<file path="src/include/mem_stage_defs.svh">
`ifndef MEM_STAGE_DEFS_SVH
`define MEM_STAGE_DEFS_SVH

// datapath widths
`define WORD_W        32          // data and address word
`define REG_ADDR_W    5           // gpr number

// L1 data cache geometry, 2 ways x 256 sets x 16 bytes
`define INDEX_W       8           // set index
`define OFFSET_W      2           // word within line
`define TAG_W         20          // 32 - 8 - 2 - 2
`define LINE_W        128         // four words per line
`define L2_ADDR_W     28          // line address, tag + index

// memory operations
// upper two bits give the class, lower two the size and signedness
`define MEM_OP_W      4
`define MEM_CLS_LOAD  2'b01
`define MEM_CLS_STORE 2'b10

`define MEM_OP_NOP    4'b0000
`define MEM_OP_LDW    4'b0100     // load word
`define MEM_OP_LDB    4'b0101     // load byte, sign extended
`define MEM_OP_LDBU   4'b0110     // load byte, zero extended
`define MEM_OP_STW    4'b1000     // store word
`define MEM_OP_STB    4'b1001     // store byte

`endif

</file>
<file path="src/verilog/mem_pkg.sv">
`include "mem_stage_defs.svh"

package mem_pkg;

    typedef logic [`WORD_W-1:0]     word_t;      // data word or byte address
    typedef logic [`REG_ADDR_W-1:0] reg_addr_t;  // gpr number
    typedef logic [`MEM_OP_W-1:0]   mem_op_t;    // class + size/sign

    typedef logic [`TAG_W-1:0]      tag_t;
    typedef logic [`INDEX_W-1:0]    index_t;
    typedef logic [`OFFSET_W-1:0]   offset_t;    // word select in a line
    typedef logic [`LINE_W-1:0]     line_t;
    typedef logic [`L2_ADDR_W-1:0]  l2_addr_t;   // {tag, index}

    // miss handling in dcache_ctrl
    typedef enum logic [1:0] {
        DC_IDLE,                                 // lookup, hits served here
        DC_WB,                                   // dirty victim out to L2
        DC_FILL                                  // line in from L2
    } dc_state_t;

endpackage

</file>
<file path="src/verilog/mem_ctrl.sv">
`timescale 1ns/1ps
`include "mem_stage_defs.svh"

module mem_ctrl (
    input  logic             ex_en,
    input  mem_pkg::mem_op_t ex_mem_op,
    input  mem_pkg::word_t   ex_mem_wr_data,  // store data from gpr
    input  mem_pkg::word_t   ex_out,          // alu result, address for ld/st
    input  mem_pkg::word_t   read_data_m,     // word at addr from the cache
    output mem_pkg::word_t   addr,
    output logic             access_mem,      // cache lookup request
    output logic             memwrite_m,
    output mem_pkg::word_t   wr_data,         // full word to write
    output mem_pkg::word_t   out,             // stage result
    output logic             miss_align
);
    import mem_pkg::*;

    logic       is_load;
    logic       is_store;
    logic       is_word;
    logic [1:0] lane;                         // byte lane in the word
    logic [7:0] rd_byte;
    word_t      merged_word;

    assign addr     = ex_out;
    assign lane     = ex_out[1:0];
    assign is_load  = ex_en && (ex_mem_op[`MEM_OP_W-1 -: 2] == `MEM_CLS_LOAD);
    assign is_store = ex_en && (ex_mem_op[`MEM_OP_W-1 -: 2] == `MEM_CLS_STORE);
    assign is_word  = (ex_mem_op == `MEM_OP_LDW) || (ex_mem_op == `MEM_OP_STW);

    // only word ops can be misaligned, bytes go anywhere
    assign miss_align = (is_load || is_store) && is_word && (lane != 2'b00);
    assign access_mem = (is_load || is_store) && !miss_align;
    assign memwrite_m = is_store && !miss_align;

    assign rd_byte = read_data_m[lane*8 +: 8];  // little endian lanes

    // byte store becomes read-modify-write of the cached word
    always_comb begin
        merged_word = read_data_m;
        merged_word[lane*8 +: 8] = ex_mem_wr_data[7:0];
    end

    assign wr_data = (ex_mem_op == `MEM_OP_STB) ? merged_word : ex_mem_wr_data;

    always_comb begin
        out = ex_out;                           // nop and stores pass alu result
        if (is_load && !miss_align) begin
            case (ex_mem_op)
                `MEM_OP_LDW:  out = read_data_m;
                `MEM_OP_LDB:  out = {{(`WORD_W-8){rd_byte[7]}}, rd_byte};
                `MEM_OP_LDBU: out = {{(`WORD_W-8){1'b0}}, rd_byte};
                default:      out = ex_out;
            endcase
        end
    end

endmodule

</file>
<file path="config.mk">
export PLATFORM = sky130hd
export DESIGN_NAME = mem_ctrl
export DESIGN_NICKNAME = d
export VERILOG_FILES = /design/src/verilog/mem_pkg.sv /design/src/verilog/mem_ctrl.sv
export VERILOG_INCLUDE_DIRS = /design/src /design/src/include
export SDC_FILE = /design/constraint.sdc
export NUM_CORES = 1
export LEC_CHECK = 0
export BUFFER_PORTS_ARGS = -buffer_cell sky130_fd_sc_hd__buf_2
export CORE_AREA = 2 2 76 78
export DETAILED_ROUTE_END_ITERATION = 12
export DIE_AREA = 0 0 78 80
export MAX_ROUTING_LAYER = met4
export PLACE_DENSITY = 0.84
export REMOVE_ABC_BUFFERS = 1
export SYNTH_ARGS = -nofsm -noshare
export SYNTH_HDL_FRONTEND = slang
export SYNTH_SLANG_ARGS = --single-unit
</file>
<file path="constraint.sdc">
create_clock -name vclk -period 6.3
set_input_delay 0.945 -clock vclk [all_inputs]
set_output_delay 0.945 -clock vclk [all_outputs]
set_load 0.005 [all_outputs]
</file>
# == After elaboration in Yosys (flattened, before gate mapping) ==
# Cells that the tools add are included.
# totals
regBits,0
output_inout_bits,99
wordCells,26
# classes
addsub,1
n_eq_ne,7
n_shift,3
mux,4
n_reduce_logical,11
# ops
operator,count
$pmux 32 s3,1
$mux 32,2
$neg 5->34,1
$shift 8x34->32 const A,1
$shiftx 8x34->32,1
$bwmux 32,1
$shiftx 32x6->8,1
$eq 4x3->1 const B,3
$eq 4x4->1 const B,2
$logic_and 1x1->1,7
$eq 2x1->1 const B,1
$eq 2x2->1 const B,1
$logic_or 1x1->1,2
$reduce_bool 2->1,1
$logic_not 1->1,1

# == Depth between registers and ports, before layout ==
# logic_depth
word_depth,8
mapped_depth,8

# == Least setup slack after synthesis ==
# No wires, ideal clock.
# synth_timing
path_kind,input to output
startpoint,in ex_out[0]
endpoint,out out[11]
arrival_ps,2529
setup_slack_ps,2826
stages,8
path_buffers,3
path_cell_list,buf_6 > clkinv_1 > ha_1 > or3_1 > and3_1 > buf_6 > buf_6 > a31oi_1
# synth_via
elab_chain_len,5
elab_cells_between_ends,7
classes_between,shift: 1; mux: 2; reduce/logical: 4
# synth_rtl
element,line,source
from (decl),mem_ctrl.sv:8,"input mem_pkg::word_t ex_out,"
"parallel branches: the longest is 4 deep, another holds $shiftx 32x6->8",-,
$mux 32 (*),mem_ctrl.sv:49,if (is_load && !miss_align) begin
to (decl),mem_ctrl.sv:14,"output mem_pkg::word_t out,"
# Every way passes the cells marked *.

# == Worst setup path after layout ==
# layout_timing
startpoint,in ex_out[0]
endpoint,out wr_data[23]
# layout_via
elab_chain_len,4
elab_cells_between_ends,5
classes_between,add/sub: 1; shift: 2; mux: 2
# layout_rtl
element,line,source
$neg 5->34 (*),mem_ctrl.sv:42,merged_word[lane*8 +: 8] = ex_mem_wr_data[7:0];
$shiftx 8x34->32 or $shift 8x34->32 (tied branches),mem_ctrl.sv:42,
$bwmux 32 (*),mem_ctrl.sv:42,
$mux 32 (*),mem_ctrl.sv:45,assign wr_data = (ex_mem_op == `MEM_OP_STB) ? merged_word : ex_mem_wr_data;
to (decl),mem_ctrl.sv:13,"output mem_pkg::word_t wr_data,"
# Every way passes the cells marked *; elsewhere a longest branch is shown, timed or not.

==> run metrics <==
crit path launch ex_out[0]; Tcrit/Tclk final 0.751; grt total ovfl 0; VDD IR max 35.8 µV; initial core utilization 0.350; cts repair resizes 0; Final min period 4.73 ns; Reg area 0 µm²; Layout Nets 520; endpoints failing hold 0; kind of critical path in2out; number of setup buffers added after CTS 0; Vias/cell 5.97; Post-synth top cells 48 x a31oi_1, 34 x buf_4, 26 x nand2_1, 26 x nor2_1; port buffer count 200; ranking of synthesized cells by area a31oi_1 16%, buf_4 13%, a32oi_1 11%; Die Area 6240 µm²; Worst Path Max Fanout 15; min-delay worst type in2out; Net Switching 0.0967 mW; Worst Tran Pin Value 1.26 ns; Ys Warns 0; Finished Cell Area 2580 µm²; P_int 0.0870 mW; max_cap viols 0; Top cell by count, worst path buf_2; post-synth top area cell a31oi_1; hold buffers post-CTS 0; DR iter-0 viols 182; mapped cell area 1890 µm²; Antenna diodes 0; Rows 27; Critical Path AT 3.79 ns; Slew HR 0.150; vias in the first global route 2587; layout cells sized above 1 0.517; Flop pwr share 0; TNS Setup 0 ns; register area share after synthesis 0; crit path setup slack, layout 1.57 ns; DRC violations left 0; Non-Filler Instances 484; gr usage total 0.258; setup slack at placement 1.60 ns; area grow syn2layout 36.5%; Seq cells 0; crit-path leading delay family simple AND/OR/NAND/NOR gates; Worst setup EP type primary output; via count 2891; I/O pins 200; Avg Cell Area, Syn 6.93 µm²; status completed; slowest cell on the critical path nor4bb_1; ANT nets after route 0; placed cells 484; Routed WL 8670 µm; GPL Wtd Cong 0.904; Worst EP required 5.35 ns; dpl hpwl 7040 µm; unrepaired setup endpoints after global routing false; clock network power share 0; Multi-input gate area 1460 µm²; CP peak stage delay 1.06 ns; Core Region 5410 µm²; Sw Share 0.526; Fillers 586; Comb pwr share 1.000; Clock Buffer Count 0; fmax 211 MHz; count of cell types in the netlist 31; final setup fails 0; CP Buf/Inv Count 3; Slew Limit Fails 0; Pwr per Cell Area 71.1 nW/µm²; wire length of the first global-routing pass 12800 µm; leakage 1.31 nW; Worst setup SP type input pin; die width 78 µm; antenna violations before repair 0; count leader, synth a31oi_1; largest net degree at the start of global routing 51; Hold Startpoint ex_out[13]; chip height 80 µm; Yosys top cell area share 0.159; Post-Route Utilization 0.478; placed cell areas 2580 µm²; wire per inst 17.9 µm; CP cell instances buf_2, clkinv_1, ha_1, nor4bb_1, a32oi_1, a21oi_1, buf_2; TritonRoute pass-1 iters 4; Syn Inst Count 273
[stage by stage]
| stage | power [mW] | hold WS, ns |
|---|---|---|
| floorplan | 0.0752 | 1.89 |
| global placement | 0.178 | 2.07 |
| detailed placement | 0.182 | 2.07 |
| CTS | 0.183 | 2.07 |
| global route | 0.200 | 2.08 |
| finish | 0.184 | 2.07 |
[cells in the final DEF, fill, tap and decap left out]
cell type	n
nand2_1	26
nand3_1	1
nor4b_4	1
nor2_1	26
a221o_2	1
and3_1	11
mux4_2	6
ha_1	5
xor2_1	1
nor3b_4	1
a21oi_1	24
clkinv_1	1
nand4bb_2	1
o21ai_0	1
buf_2	200
or3_1	1
nand4b_1	1
and2_0	1
a31oi_1	48
buf_4	2
nor2b_1	5
nor4bb_1	1
inv_1	4
mux4_1	2
a32oi_1	24
and3b_1	1
and4bb_2	1
a22o_1	8
a221o_1	7
[cells by family after synthesis]
| family | count (synthesis) | share of synthesized area |
|---|---|---|
| compound gates | 113 | 0.416 |
| xor+xnor | 1 | 0.00463 |
| fa+ha+maj | 5 | 0.0331 |
| buf+inv | 68 | 0.229 |
| mux | 8 | 0.0992 |
| simple gates | 78 | 0.218 |
[power by group through the flow]
stage                     Clock (mW)  Combinational [mW]  Sequential, mW
after floorplan                    0              0.0752               0
after global placement             0               0.178               0
after detailed placement           0               0.182               0
after CTS                          0               0.183               0
after global routing               0               0.200               0
final                              0               0.184               0
[layout make-up]
type                            count  share of cell area
Timing Repair Buffer              202               0.393
Tap cell                           72              0.0349
Multi-Input combinational cell    205               0.564
Inverter                            5             0.00727
[metal layers]
metal,up-vias,routed length (µm),GRT usage,part of all wire
met5,-,0,-,0
met4,0,97,0.0439,0.011
met3,14,650,0.0124,0.075
met2,191,4530,0.498,0.52
met1,1367,3390,0.300,0.39
li1,1319,-,-,-
[path summary, 6_finish.rpt]
check / end / slack (ns) / cells past startpoint
min: addr[13] / 2.07 / 2
max: wr_data[23] / 1.57 / 7
Note: power is estimated with default switching activity, not from simulation.
