`src/include/mem_stage_defs.svh`:
```
`ifndef MEM_STAGE_DEFS_SVH
`define MEM_STAGE_DEFS_SVH

// datapath widths
`define WORD_W        32          // data and address word
`define REG_ADDR_W    5           // gpr number

// L1 data cache geometry, 2 ways x 256 sets x 16 bytes
`define INDEX_W       8           // set index
`define OFFSET_W      2           // word within line
`define TAG_W         20          // 32 - 8 - 2 - 2
`define LINE_W        128         // four words per line
`define L2_ADDR_W     28          // line address, tag + index

// memory operations
// upper two bits give the class, lower two the size and signedness
`define MEM_OP_W      4
`define MEM_CLS_LOAD  2'b01
`define MEM_CLS_STORE 2'b10

`define MEM_OP_NOP    4'b0000
`define MEM_OP_LDW    4'b0100     // load word
`define MEM_OP_LDB    4'b0101     // load byte, sign extended
`define MEM_OP_LDBU   4'b0110     // load byte, zero extended
`define MEM_OP_STW    4'b1000     // store word
`define MEM_OP_STB    4'b1001     // store byte

`endif

```
`src/verilog/mem_pkg.sv`:
```
`include "mem_stage_defs.svh"

package mem_pkg;

    typedef logic [`WORD_W-1:0]     word_t;      // data word or byte address
    typedef logic [`REG_ADDR_W-1:0] reg_addr_t;  // gpr number
    typedef logic [`MEM_OP_W-1:0]   mem_op_t;    // class + size/sign

    typedef logic [`TAG_W-1:0]      tag_t;
    typedef logic [`INDEX_W-1:0]    index_t;
    typedef logic [`OFFSET_W-1:0]   offset_t;    // word select in a line
    typedef logic [`LINE_W-1:0]     line_t;
    typedef logic [`L2_ADDR_W-1:0]  l2_addr_t;   // {tag, index}

    // miss handling in dcache_ctrl
    typedef enum logic [1:0] {
        DC_IDLE,                                 // lookup, hits served here
        DC_WB,                                   // dirty victim out to L2
        DC_FILL                                  // line in from L2
    } dc_state_t;

endpackage

```
`src/verilog/mem_reg.sv`:
```
`timescale 1ns/1ps

module mem_reg (
    input  logic               clk,
    input  logic               arst_n,
    input  logic               stall,
    input  logic               flush,
    input  logic               miss_stall,
    input  logic               ex_en,
    input  mem_pkg::reg_addr_t ex_dst_addr,
    input  logic               ex_gpr_we_n,
    input  mem_pkg::word_t     out,
    input  logic               miss_align,
    output logic               mem_en,
    output mem_pkg::reg_addr_t mem_dst_addr,
    output logic               mem_gpr_we_n,   // active low gpr write
    output mem_pkg::word_t     mem_out,
    output logic               mem_misalign
);

    logic do_load;                             // real instruction enters wb

    assign do_load = !flush && !stall && !miss_stall;

    // control fields, priority reset > flush > stall > miss > load
    always_ff @(posedge clk or negedge arst_n) begin
        if (!arst_n) begin
            mem_en       <= 1'b0;
            mem_gpr_we_n <= 1'b1;
            mem_misalign <= 1'b0;
        end else if (flush || (!stall && miss_stall)) begin
            mem_en       <= 1'b0;              // bubble
            mem_gpr_we_n <= 1'b1;
            mem_misalign <= 1'b0;
        end else if (do_load) begin
            mem_en       <= ex_en;
            mem_gpr_we_n <= miss_align ? 1'b1 : ex_gpr_we_n;  // no write on misalign
            mem_misalign <= miss_align;
        end
    end

    always_ff @(posedge clk) begin
        if (do_load) begin
            mem_dst_addr <= ex_dst_addr;
            mem_out      <= out;
        end
    end

    a_flush_bubble: assert property (@(posedge clk) disable iff (!arst_n)
        flush |=> !mem_en);

endmodule

```
`config.mk`:
```
export PLATFORM = sky130hd
export DESIGN_NAME = mem_reg
export DESIGN_NICKNAME = d
export VERILOG_FILES = /design/src/verilog/mem_pkg.sv /design/src/verilog/mem_reg.sv
export VERILOG_INCLUDE_DIRS = /design/src /design/src/include
export SDC_FILE = /design/constraint.sdc
export NUM_CORES = 1
export LEC_CHECK = 0
export BUFFER_PORTS_ARGS = -buffer_cell sky130_fd_sc_hd__buf_2
export CAP_MARGIN = 5
export CORE_MARGIN = 2
export CORE_UTILIZATION = 40
export DETAILED_ROUTE_END_ITERATION = 10
export PLACE_DENSITY = 0.78
export SYNTH_ARGS = -nofsm -noshare
export SYNTH_HDL_FRONTEND = slang
export SYNTH_SLANG_ARGS = --single-unit
```
`constraint.sdc`:
```
create_clock -name clk -period 1 [get_ports clk]
set_input_delay 0.15 -clock clk [delete_from_list [all_inputs] [get_ports clk]]
set_output_delay 0.15 -clock clk [all_outputs]
set_load 0.05 [all_outputs]
```
== After elaboration in Yosys (flattened, before gate mapping) ==
Cells that the tools add are included.

* Mux-type cells: 7
* Reduce and logical (&&, ||, !) cells: 8

{| class="wikitable"
|+ Operators with widths
! kind !! number
|-
| 1-bit two-way mux || 7
|-
| 1-bit logical AND || 3
|-
| 1-bit zero test || 3
|-
| 2-bit nonzero test || 1
|-
| 1-bit logical OR || 1
|}

* Register bits: 40
* Input bits: 45

== Longest topological paths before layout ==
* Depth after elaboration: 5
* Gate-level depth with buffers: 2
* Gate-level depth less buffers: 2

== Least setup slack after synthesis ==
OpenSTA, ideal clock, no wires.

* Path type: input to register
* From: in miss_stall
* To: reg mem_dst_addr[0], enable pin
* Setup time: 0.478 ns
* Arrival: 2.771 ns
* Data required time: 0.522 ns
* Path slack: -2.249 ns
* Stages on the path: 1
* Path buffers: 0
* Path through: nor3_1

* Cells in the longest elaborated chain, start to end: 2

{| class="wikitable"
|+ RTL lines
! element !! RTL line !! source
|-
| start, declared || mem_reg.sv:8 || <nowiki>input logic miss_stall,</nowiki>
|-
| 1-bit zero test || mem_reg.sv:23 || <nowiki>assign do_load = !flush && !stall && !miss_stall;</nowiki>
|-
| 1-bit logical AND || mem_reg.sv:23 ||
|-
| end signal, assigned || mem_reg.sv:44 || <nowiki>mem_dst_addr <= ex_dst_addr;</nowiki>
|-
| end, declared || mem_reg.sv:15 || <nowiki>output mem_pkg::reg_addr_t mem_dst_addr,</nowiki>
|}

Every way passes these cells.
A chain may end at the register's enable or synchronous reset.

== Worst setup path after layout ==
* From: reg mem_gpr_we_n
* To: out mem_gpr_we_n

{| class="wikitable"
|+ RTL lines
! element !! RTL line !! source
|-
| start, declared || mem_reg.sv:16 || <nowiki>output logic mem_gpr_we_n,</nowiki>
|-
| start signal, assigned || mem_reg.sv:37 || <nowiki>mem_gpr_we_n <= miss_align ? 1'b1 : ex_gpr_we_n;</nowiki>
|}

No word-level cell between the ends.

==> results.py <==
metrics = {
    "cells_and_area": {
        "insertedDiodeCount": 0,
        "final_cell_mix": "44 x buf_2, 39 x buf_6, 38 x dlygate4sd3_1",
        "fill_cells": 150,
        "fin_nets": 231,
        "multi_input_area_um2": 73.8,
        "final_common_cell": "buf_2",
        "synthToLayoutAreaGrowth_pct": 98.7,
        "instances_no_fill": 220,
        "final_layout_size_suffix_gt1_frac": 0.545,
        "area.sequential_mm2": 0.00119,
    },
    "setup_path": {
        "cp.depth": 1,
        "crit_arrival_ps": 1060,
        "r2r_slack_ps": 100,
        "crit_family": "flip-flops",
        "slowest_delay_ps": 570,
        "r2r-start": "mem_gpr_we_n",
        "cp-start-kind": "flip-flop",
        "r2r-end": "mem_gpr_we_n",
        "crit_fanout": 2,
        "cp_slowest_cell": "dfstp_2",
        "critical_path_required_ps": 850,
        "end_kind": "output pin",
        "timing.critical_path.buf_inv": 1,
        "timing_worst_setup_path_type": "reg -> out",
        "path_cells": "buf_8",
        "r2r_cells": 3,
        "critical_path.startpoint": "mem_gpr_we_n",
    },
    "sta": {
        "relSlewSlack": 0.694,
        "hold_viol_final": 0,
        "rsz0062_at_grt": "yes",
        "post-route-period-util": 1.21,
        "fmax_ghz": 0.826,
        "worstMarginPinSlew_ps": 455,
        "setup_slack_ps": -211,
        "fin_skew_ps": 0,
        "whs_ps": 21.7,
        "post-route-min-period_ps": 1210,
        "setup_viol": 40,
        "finalMaxSlewViolations": 0,
    },
    "routing": {
        "drt_iter0_markers": 24,
        "drc": 0,
        "vias": 1013,
        "post_drt_wl_per_cell_um": 15.9,
        "drt-total-wl_mm": 3.50,
        "drtAntennaViolNets": 0,
        "dr.pass1.iters": 4,
        "post_drt_via_cell_ratio": 4.60,
    },
    "worst_hold_path": {
        "min_from": "flush",
        "holdPathEnd": "mem_misalign",
        "holdCritPathClass": "in -> reg",
        "hold_path_depth": 2,
    },
    "floorplanning": {
        "core_area_mm2": 0.00300,
        "row_count": 20,
        "chipWidth_um": 59.9,
        "start_util": 0.416,
        "die_area_mm2": 0.00359,
        "io_pins": 85,
        "die_h_um": 59.9,
    },
    "synthesis": {
        "netlist_instances": 50,
        "yosys_warnings": 0,
        "synth_nets": 95,
        "avgSynthCellArea_um2": 25.0,
        "synthesis.area_mm2": 0.00125,
        "ys_types": 10,
        "synth_seq_area_share": 0.950,
        "ys_seq_elements": 40,
    },
    "clocking": {
        "clock_path_buffers": 2,
        "tritoncts.num_buffers": 5,
        "cts_sinks": 40,
        "cts-root-buf": "clkbuf_4",
        "insertion_delay_ps": 350,
        "htree_levels": 2,
        "clkTransAtPathRegs_ps": 120,
        "cts_tree": "yes",
    },
    "pwr": {
        "leakagePower_uw": 0.00105,
        "irDropWorstVdd_mv": 1.10,
        "power.density_mw_per_mm2": 1410,
    },
    "grt": {
        "grt_use_total": 0.213,
        "grt_first_pass_wirelength_mm": 5.15,
        "grt_pass1_vias": 1130,
        "antenna_found_initial": 0,
        "grt_max_degree": 15,
        "overflow": 0,
    },
    "placement": {
        "dp_cells": 172,
        "hpwl_mm": 1.82,
        "io_buffers": 84,
        "gp_congestion": 0.698,
    },
    "outcome": {
        "status": "complete, but fails checks",
        "violations": "negative setup slack",
    },
    "job": {
        "maxCapViolCount": 0,
    },
}
[cell type report]
cell class | instances | share of cell area
Sequential cell | 40 | 0.478
Clock inverter | 2 | 0.00403
Tap cell | 33 | 0.0166
Multi-Input combinational cell | 10 | 0.0297
Clock buffer | 6 | 0.0207
Timing Repair Buffer | 129 | 0.451
[kinds of logic (layout without fill, tap and decap cells)]
group | after synthesis | after routing | share of synthesized area
buf+inv | 0 | 137 | 0
compound gates | 3 | 3 | 0.0140
flops | 40 | 40 | 0.950
simple gates | 7 | 7 | 0.0360
[state kept, by name, indices dropped and copies added (netlist names)]
name and cells:
mem_dst_addr 5, mem_gpr_we_n 1, mem_en 1, mem_misalign 1, mem_out 32
[where the power goes]
part	switching [uW]	total, uW	internal, uW
combinational	380	697	317
clock	515	850	335
sequential	36.7	1950	1910
[per-layer routing]
metal / routed length, um / share of wire / GRT usage / vias to the layer above
met5: 0 / 0 / 0 / -
met4: 44 / 0.013 / 0.114 / 0
met3: 237 / 0.068 / 0.0563 / 4
met2: 2020 / 0.58 / 0.413 / 55
met1: 1190 / 0.34 / 0.194 / 483
li1: - / - / - / 471
[Yosys cell counts]
| master | number | share of area |
|---|---|---|
| edfxtp_1 | 37 | 0.89 |
| a21oi_1 | 2 | 0.0080 |
| dfrtp_1 | 2 | 0.040 |
| nand2_1 | 2 | 0.0060 |
| or3b_1 | 2 | 0.014 |
| dfstp_2 | 1 | 0.021 |
| nor2b_2 | 1 | 0.0070 |
| nor3_1 | 1 | 0.0040 |
| nor4_1 | 1 | 0.0050 |
| o21bai_1 | 1 | 0.0060 |
[through the flow]
| step | setup TNS (ps) | area, um^2 | setup WS, ps | total power [uW] | util |
|---|---|---|---|---|---|
| final | -2720 | 2480 | -211 | 3500 | 0.827 |
| after global routing | -4360 | 2480 | -245 | 3610 | 0.827 |
| after CTS | -2840 | 2480 | -211 | 3490 | 0.827 |
| after detailed placement | -2890 | 1770 | -128 | 2450 | 0.590 |
| after global placement | -2080 | 1770 | -95.8 | 2440 | 0.590 |
| after floorplan | -18800 | 1260 | -508 | 2260 | - |
[repair_timing]
action	4_1_cts	5_1_grt
hold buffers	38	0
resized for setup	81	0
setup buffers	2	0
pin swaps	0	0
hold endpoints to repair	40	0
setup endpoints to repair	40	40
[worst max-delay path by stage]
stage | slack (ps) | end
2_1_floorplan | -510 | mem_dst_addr[0]
3_3_place_gp | -100 | mem_out[31]
3_5_place_dp | -130 | mem_out[0]
4_1_cts | -210 | mem_gpr_we_n
5_1_grt | -240 | mem_gpr_we_n
6_report | -210 | mem_gpr_we_n
Note: power is estimated with default switching activity, not from simulation.
