<file path="src/include/mem_stage_defs.svh">
`ifndef MEM_STAGE_DEFS_SVH
`define MEM_STAGE_DEFS_SVH

// datapath widths
`define WORD_W        32          // data and address word
`define REG_ADDR_W    5           // gpr number

// L1 data cache geometry, 2 ways x 256 sets x 16 bytes
`define INDEX_W       8           // set index
`define OFFSET_W      2           // word within line
`define TAG_W         20          // 32 - 8 - 2 - 2
`define LINE_W        128         // four words per line
`define L2_ADDR_W     28          // line address, tag + index

// memory operations
// upper two bits give the class, lower two the size and signedness
`define MEM_OP_W      4
`define MEM_CLS_LOAD  2'b01
`define MEM_CLS_STORE 2'b10

`define MEM_OP_NOP    4'b0000
`define MEM_OP_LDW    4'b0100     // load word
`define MEM_OP_LDB    4'b0101     // load byte, sign extended
`define MEM_OP_LDBU   4'b0110     // load byte, zero extended
`define MEM_OP_STW    4'b1000     // store word
`define MEM_OP_STB    4'b1001     // store byte

`endif

</file>
<file path="src/verilog/mem_pkg.sv">
`include "mem_stage_defs.svh"

package mem_pkg;

    typedef logic [`WORD_W-1:0]     word_t;      // data word or byte address
    typedef logic [`REG_ADDR_W-1:0] reg_addr_t;  // gpr number
    typedef logic [`MEM_OP_W-1:0]   mem_op_t;    // class + size/sign

    typedef logic [`TAG_W-1:0]      tag_t;
    typedef logic [`INDEX_W-1:0]    index_t;
    typedef logic [`OFFSET_W-1:0]   offset_t;    // word select in a line
    typedef logic [`LINE_W-1:0]     line_t;
    typedef logic [`L2_ADDR_W-1:0]  l2_addr_t;   // {tag, index}

    // miss handling in dcache_ctrl
    typedef enum logic [1:0] {
        DC_IDLE,                                 // lookup, hits served here
        DC_WB,                                   // dirty victim out to L2
        DC_FILL                                  // line in from L2
    } dc_state_t;

endpackage

</file>
<file path="src/verilog/dcache_ctrl.sv">
`timescale 1ns/1ps
`include "mem_stage_defs.svh"

module dcache_ctrl (
    input  logic              clk,
    input  logic              arst_n,
    input  mem_pkg::word_t    addr,          // byte address
    input  logic              access_mem,
    input  logic              memwrite_m,
    input  mem_pkg::word_t    wr_data,       // store word, byte already merged
    output mem_pkg::word_t    read_data_m,
    output logic              miss_stall,    // level, holds the pipeline
    output mem_pkg::index_t   index,
    input  mem_pkg::tag_t     tag0_rd,
    input  mem_pkg::tag_t     tag1_rd,
    input  logic              valid0,
    input  logic              valid1,
    input  logic              dirty0,
    input  logic              dirty1,
    input  logic              lru,           // way to replace next
    input  mem_pkg::line_t    data0_rd,
    input  mem_pkg::line_t    data1_rd,
    output logic              block0_we,
    output logic              block1_we,
    output mem_pkg::tag_t     tag_wd,
    output mem_pkg::line_t    line_wd,
    output logic              dirty_wd,
    output logic              lru_we,
    output logic              lru_wd,
    output logic              drq,           // L2 request level
    output logic              l2_cache_rw,   // 1 = writeback
    output mem_pkg::l2_addr_t l2_addr,
    output mem_pkg::line_t    rd_to_l2,      // victim line
    input  logic              l2_rdy,        // one cycle pulse ends a transfer
    input  mem_pkg::line_t    data_wd_l2     // refill line, valid with l2_rdy
);
    import mem_pkg::*;

    dc_state_t state_q;
    dc_state_t state_n;
    tag_t      tag;
    tag_t      victim_tag;
    offset_t   offset;
    logic      hit0;
    logic      hit1;
    logic      hit;
    logic      hit_way;                       // 1 = way 1
    line_t     hit_line;
    line_t     merged_line;
    logic      victim_dirty;
    logic      xfer_done;
    logic      rdy_q;                         // l2_rdy seen last cycle
    logic      fill_we;
    logic      st_we;

    // address split, low 2 bits are the byte in word
    assign tag    = addr[`WORD_W-1 -: `TAG_W];
    assign index  = addr[`OFFSET_W+2 +: `INDEX_W];
    assign offset = addr[2 +: `OFFSET_W];

    assign hit0    = valid0 && (tag0_rd == tag);
    assign hit1    = valid1 && (tag1_rd == tag);
    assign hit     = hit0 || hit1;
    assign hit_way = hit1;

    assign hit_line    = hit_way ? data1_rd : data0_rd;
    assign read_data_m = hit_line[offset*`WORD_W +: `WORD_W];

    always_comb begin
        merged_line = hit_line;
        merged_line[offset*`WORD_W +: `WORD_W] = wr_data;
    end

    // victim is whatever lru points at, lru only moves on idle hits
    assign victim_tag   = lru ? tag1_rd : tag0_rd;
    assign victim_dirty = lru ? (valid1 && dirty1) : (valid0 && dirty0);
    assign rd_to_l2     = lru ? data1_rd : data0_rd;

    assign xfer_done = drq && l2_rdy;

    always_comb begin
        state_n = state_q;
        case (state_q)
            DC_IDLE: begin
                if (access_mem && !hit) begin
                    state_n = victim_dirty ? DC_WB : DC_FILL;
                end
            end
            DC_WB: begin
                if (xfer_done) begin
                    state_n = DC_FILL;
                end
            end
            DC_FILL: begin
                if (xfer_done) begin
                    state_n = DC_IDLE;            // replay lookup, now hits
                end
            end
            default: state_n = DC_IDLE;
        endcase
    end

    always_ff @(posedge clk or negedge arst_n) begin
        if (!arst_n) begin
            state_q <= DC_IDLE;
            rdy_q   <= 1'b0;
        end else begin
            state_q <= state_n;
            rdy_q   <= xfer_done;
        end
    end

    // rises in the presentation cycle, falls on the replay hit
    assign miss_stall = (state_q != DC_IDLE) || (access_mem && !hit);

    // drq drops for one cycle after each l2_rdy
    assign drq         = (state_q != DC_IDLE) && !rdy_q;
    assign l2_cache_rw = (state_q == DC_WB);
    assign l2_addr     = (state_q == DC_WB) ? {victim_tag, index} : {tag, index};

    assign fill_we = (state_q == DC_FILL) && xfer_done;
    assign st_we   = (state_q == DC_IDLE) && memwrite_m && hit;

    assign block0_we = fill_we ? !lru : (st_we && hit0);
    assign block1_we = fill_we ? lru  : (st_we && hit1);
    assign tag_wd    = tag;                   // same tag for fill and store hit
    assign line_wd   = fill_we ? data_wd_l2 : merged_line;
    assign dirty_wd  = !fill_we;              // refill clean, store dirty

    assign lru_we = (state_q == DC_IDLE) && access_mem && hit;
    assign lru_wd = !hit_way;                 // point at the other way

    a_one_way_we: assert property (@(posedge clk) disable iff (!arst_n)
        !(block0_we && block1_we));

    a_no_drq_idle: assert property (@(posedge clk) disable iff (!arst_n)
        (state_q == DC_IDLE) |-> !drq);

endmodule

</file>
<file path="config.mk">
export PLATFORM = sky130hd
export DESIGN_NAME = dcache_ctrl
export DESIGN_NICKNAME = d
export VERILOG_FILES = /design/src/verilog/mem_pkg.sv /design/src/verilog/dcache_ctrl.sv
export VERILOG_INCLUDE_DIRS = /design/src /design/src/include
export SDC_FILE = /design/constraint.sdc
export NUM_CORES = 1
export LEC_CHECK = 0
export BUFFER_PORTS_ARGS = -buffer_cell sky130_fd_sc_hd__buf_2
export CAP_MARGIN = 5
export CORE_AREA = 10 10 322 324
export CTS_CLUSTER_SIZE = 10
export DETAILED_ROUTE_END_ITERATION = 8
export DIE_AREA = 0 0 332 334
export PLACE_DENSITY = 0.3
export RECOVER_POWER = 50
export SETUP_SLACK_MARGIN = 0.02
export SLEW_MARGIN = 5
export SYNTH_ARGS = -nofsm -noshare
export SYNTH_HDL_FRONTEND = slang
export SYNTH_SLANG_ARGS = --single-unit
</file>
<file path="constraint.sdc">
create_clock -name clk -period 15.1 [get_ports clk]
set_input_delay 4.53 -clock clk [delete_from_list [all_inputs] [get_ports clk]]
set_output_delay 4.53 -clock clk [all_outputs]
set_load 0.02 [all_outputs]
</file>
# == Word level (Yosys, flattened, before mapping) ==
# Cells that the tools add are included.
# totals
ff_bits,3
in_bits,498
out_inout_bits,352
elab_cells,51
# op_classes
n_addsub,1
n_eq_ne,7
n_shift,3
n_mux,14
reduce_logical,24
# op_table
operator,count
two-way mux 128 bit,3
bitwise mux 128 bit,1
"variable shift 32 x 34 -> 128 bit, first input constant",1
variable part select 128 x 8 -> 32 bit,1
variable part select 32 x 34 -> 128 bit,1
== test 20 bit,2
negator 7 -> 34 bit,1
two-way mux 28 bit,1
two-way mux 20 bit,1
logical AND 1 bit,14
two-way mux 2 bit,4
case mux 2 bit (3 select lines),1
logical NOT 1 bit,5
"inequality test 2 bit, second input constant",2
two-way mux 1 bit,3
AND reduction 3 bit,1
"== test 2 x 1 -> 1 bit, second input constant",1
"== test 2 bit, second input constant",1
logical NOT 2 bit,1
logical OR 1 bit,2
"inequality test 2 x 1 -> 1 bit, second input constant",1
nonzero test 2 bit,1

# == Longest topological paths before layout ==
# depth
word_depth,7
ltp_mapped,10
mapped_depth_nobuf,7

# == Worst setup path before layout ==
# No wires, ideal clock.
# synth_path
kind,input to output
from,input addr[3]
to,output line_wd[118]
arrival_ns,6.877
required_time_ns,10.570
path_slack_ns,3.693
cell_stages,9
path_buffers,4
cell_sequence,clkbuf_1 > buf_2 > buf_2 > inv_1 > ha_1 > nor4b_1 > clkbuf_1 > a21oi_1 > o22ai_1
# synth_via
elab_chain_cells,4
elab_cells_between_ends,5
classes_between,1 x add/sub; 2 x shift; 2 x mux
# synth_lines
item,line_no,source
from (decl),dcache_ctrl.sv:7,"input mem_pkg::word_t addr,"
negator 7 -> 34 bit *,dcache_ctrl.sv:71,merged_line[offset*`WORD_W +: `WORD_W] = wr_data;
variable part select 32 x 34 -> 128 bit or variable shift 32 x 34 -> 128 bit (tied branches),dcache_ctrl.sv:71,
bitwise mux 128 bit *,dcache_ctrl.sv:71,
two-way mux 128 bit *,dcache_ctrl.sv:127,assign line_wd = fill_we ? data_wd_l2 : merged_line;
to (decl),dcache_ctrl.sv:26,"output mem_pkg::line_t line_wd,"
# Mark *: on every way between the ends. The rest lies on a longest branch, timed or not.

# == Final worst setup path ==
# layout_path
from,input addr[15]
to,output line_wd[23]
# layout_via
elab_chain_cells,5
# layout_lines
item,line_no,source
== test 20 bit,dcache_ctrl.sv:62,assign hit1 = valid1 && (tag1_rd == tag);
logical AND 1 bit,dcache_ctrl.sv:62,
two-way mux 128 bit,dcache_ctrl.sv:66,assign hit_line = hit_way ? data1_rd : data0_rd;
bitwise mux 128 bit,dcache_ctrl.sv:71,
two-way mux 128 bit,dcache_ctrl.sv:127,
# Every way passes these cells.

==> metrics.csv <==
stage;metric;value;unit
critical_path;r2r_setup_slack;12770;ps
yosys;synth-simple-area-share;16.59;%
detailed_routing;drtAntennaViolNets;0;
clock_network;clock-root-buffer;clkbuf_16;
detailed_routing;avgViaCountPerCell;3.904;
pwr;p_comb_share;94.8;%
yosys;seq_area_frac_synth;0.7958;%
detailed_routing;drtIter0Drc;583;
clock_network;cts_resized;0;
detailed_routing;met3WireLength;6.392;mm
worst_hold_path;holdPathEnd;state_q[1];
detailed_routing;top_layer;met5;
worst_hold_path;hold_class;reg -> reg;
detailed_routing;post_drt_wl_per_cell;25.15;um
clock_network;numCtsBuffers;3;
critical_path;worstPathArrival;8960;ps
critical_path;cp-start-kind;input pin;
outcome;status;finished, violations left;
critical_path;crit_required;10570;ps
yosys;yosys_warnings;0;
clock_network;clock_sinks;3;
pwr;p_int;396.7;uW
critical_path;end_kind;output pin;
yosys;synth_xor_area_share;3.714;%
floorplan;fp.dieH;334;um
global_route;grt_use_total;13.71;%
floorplan;design.core.area;97560;um2
worst_hold_path;min_from;state_q[1];
placed_design;place_hpwl;70.28;mm
global_route;grt_max_degree;130;
yosys;synth_cell_type_count;28;
global_route;grt_pass1_wl;111.8;mm
pwr;ir_drop;0.08418;mV
pwr;seq_power_share;1.2;%
placed_design;gp_congestion;0.8389;
clock_network;cts_tree;done;
sta;tightest_slew;2325;ps
floorplan;dieArea;110900;um2
yosys;synthMuxAreaShare;52.20;%
sta;setup_viol;0;
sta;hold_viol_final;0;
clock_network;post_cts_buffers;0;
pwr;swShare;62.76;%
finish;fillerInstances;11540;
floorplan;initial_utilization;9.670;%
finish;syn_to_final_growth;54.84;%
critical_path;r2r-end;state_q[0];
floorplan;num_rows;115;
sta;setup_tns;0;ps
critical_path;reg2reg_depth;3;
detailed_routing;dr_wl_met2;43.88;mm
yosys;synth_area;9434;um2
yosys;synth_nets;1766;
detailed_routing;drc;0;
finish;fin_nets;2468;
critical_path;rr_startpoint;state_q[0];
yosys;synth_top_family_by_area;multiplexers;
yosys;ys_ff_latch;3;
sta;fin_crit_sh;89.35;%
yosys;syn_inst;1263;
floorplan;die_x;332;um
pwr;power_density;72.93;nW/um2
sta;skew;0.1355;ps
finish;final_util;14.97;%
detailed_routing;first_pass_iters;4;
sta;period_needed;13490;ps
run;maxCapViolCount;2;
global_route;grt_pass1_vias;14050;
yosys;synth_fa_ha_area_share;0.6631;%
critical_path;worst-path-max-fanout;56;
detailed_routing;wirelength;82.06;mm
clock_network;htreeDepth;1;
clock_network;cts_hold_buf;0;
detailed_routing;vias;12740;
sta;final_max_slew_viol_count;74;
yosys;synth-compound-area-share;16.70;%
finish;drive_gt1_share;50.31;%
sta;rsz0062_at_grt;false;
worst_hold_path;whs_path_depth;3;
global_route;overflow;0;
pwr;power_frac_clock;4.0;%
clock_network;insertion_delay;230;ps
global_route;grt_antenna_before_repair;41;
clock_network;clk_pin_slew;30;ps
pwr;leakage;7.636;nW
clock_network;clockBufferDepth;2;
yosys;syn_avg_cell_area;7.470;um2
sta;fmax;74.12;MHz
floorplan;ios;850;
outcome;violations;max-capacitance violations, max-slew violations;
detailed_routing;drt-met1-wl;29.41;mm
critical_path;critPathKind;in -> out;
pwr;switchingPower;668.6;uW
placed_design;port_buffers;823;
sta;slew_headroom;-54.99;%
[layer usage]
layer | global-route usage (%) | vias up
met3 | 4.108 | 103
met4 | 2.965 | 20
met2 | 26.88 | 567
met5 | 0 | -
li1 | - | 6020
met1 | 14.03 | 6028
[critical path: stages]
cell      delay, ps
clkbuf_1        410
xnor2_1         110
nand4_1         200
nor4_1          100
nand4_1          90
clkbuf_1       1640
buf_4           930
mux2i_1         470
o22ai_1         120
buf_2           180
[power groups by stage]
stage               registers [mW]  logic [mW]  clock network, mW
floorplan                   0.0122       0.609                  0
global placement            0.0130        1.04                  0
detailed placement          0.0131        1.03                  0
CTS                         0.0130        1.04             0.0424
global route                0.0132        1.09             0.0436
finish                      0.0129        1.01             0.0426
[worst max path at each step]
stage | end | from | slack (ps)
after detailed placement | line_wd[46] | addr[2] | 2590
final | line_wd[23] | addr[15] | 1610
after CTS | line_wd[46] | addr[2] | 2590
after floorplan | line_wd[118] | addr[3] | 3690
after global routing | line_wd[23] | addr[15] | 1300
after global placement | line_wd[46] | addr[2] | 2550
[sequential cells by signal, summed over array words and instances, names as in the netlist]
register and count:
rdy_q 1, state_q 2
[layout by cell type, fill, tap and decap left out, types with 2 or more instances in the layout]
| cell type | synthesis | layout |
|---|---|---|
| nand4_1 | 9 | 9 |
| mux4_2 | 32 | 32 |
| nor2_1 | 133 | 132 |
| or2_2 | 128 | 128 |
| buf_12 | 0 | 3 |
| nor4bb_4 | 0 | 2 |
| dfrtp_1 | 3 | 3 |
| nor4_1 | 4 | 4 |
| diode_2 | 0 | 12 |
| xor2_1 | 8 | 8 |
| xnor2_1 | 32 | 32 |
| ha_2 | 0 | 4 |
| mux2i_1 | 276 | 276 |
| nand2_1 | 28 | 28 |
| mux2_1 | 0 | 5 |
| clkbuf_1 | 59 | 155 |
| nand3_1 | 3 | 3 |
| o21ai_0 | 21 | 21 |
| nand2b_1 | 3 | 3 |
| buf_4 | 36 | 17 |
| clkbuf_16 | 0 | 3 |
| inv_1 | 35 | 34 |
| o22ai_1 | 130 | 130 |
| a21oi_1 | 130 | 130 |
| mux2_2 | 128 | 123 |
| buf_2 | 44 | 669 |
[metrics by stage]
stage                     worst slack (ps)  power [mW]  area [um2]  hold slack [ps]  instances
final                                 1608       1.065       14610            612.6       3263
after global routing                  1304       1.144       14580            623.8       3252
after CTS                             2587       1.093       14780            613.2       3251
after detailed placement              2590       1.046       14700            606.9       3247
after global placement                2553       1.053       14700            592.5       3247
after floorplan                       3693      0.6213        9434            513.7       1263
[kinds of logic (layout without fill, tap and decap cells)]
group	Yosys count	count (layout)
other	0	12
multiplexers	436	436
XOR/XNOR	40	40
AO/OA/AOI/OAI	282	282
adder cells (fa/ha/maj)	5	5
AND/OR/NAND/NOR	313	313
buffers and inverters	184	885
flip-flops	3	3
[cells in the mapped netlist, drive strengths merged]
cell,count,area share (%)
xor2,8,0.74
nor2b,1,0.066
o21ai,21,1.1
nor4bb,2,0.21
nand4,9,0.60
nand2,28,1.1
nor2,133,5.3
ha,5,0.66
a31oi,1,0.066
mux2,128,15
mux2i,276,29
inv,36,1.4
or2,128,8.5
nand3,3,0.16
mux4,32,7.6
o22ai,130,8.6
and4b,1,0.11
nand2b,3,0.20
nor4b,1,0.093
clkbuf,59,2.3
nor4,4,0.27
a21oi,130,6.9
xnor2,32,3.0
buf,89,5.6
dfrtp,3,0.80
[layout make-up]
cell class | count | area [um2] | share of cell area, %
sequential | 3 | 75.07 | 0.5139
antenna | 12 | 30.03 | 0.2056
tap | 1287 | 1610 | 11.02
multi-input combinational | 1076 | 8533 | 58.42
clock buffer | 4 | 78.83 | 0.5396
inverter | 36 | 141.4 | 0.9679
timing repair buffer | 845 | 4139 | 28.33
Power figures use the tool's default switching activity.
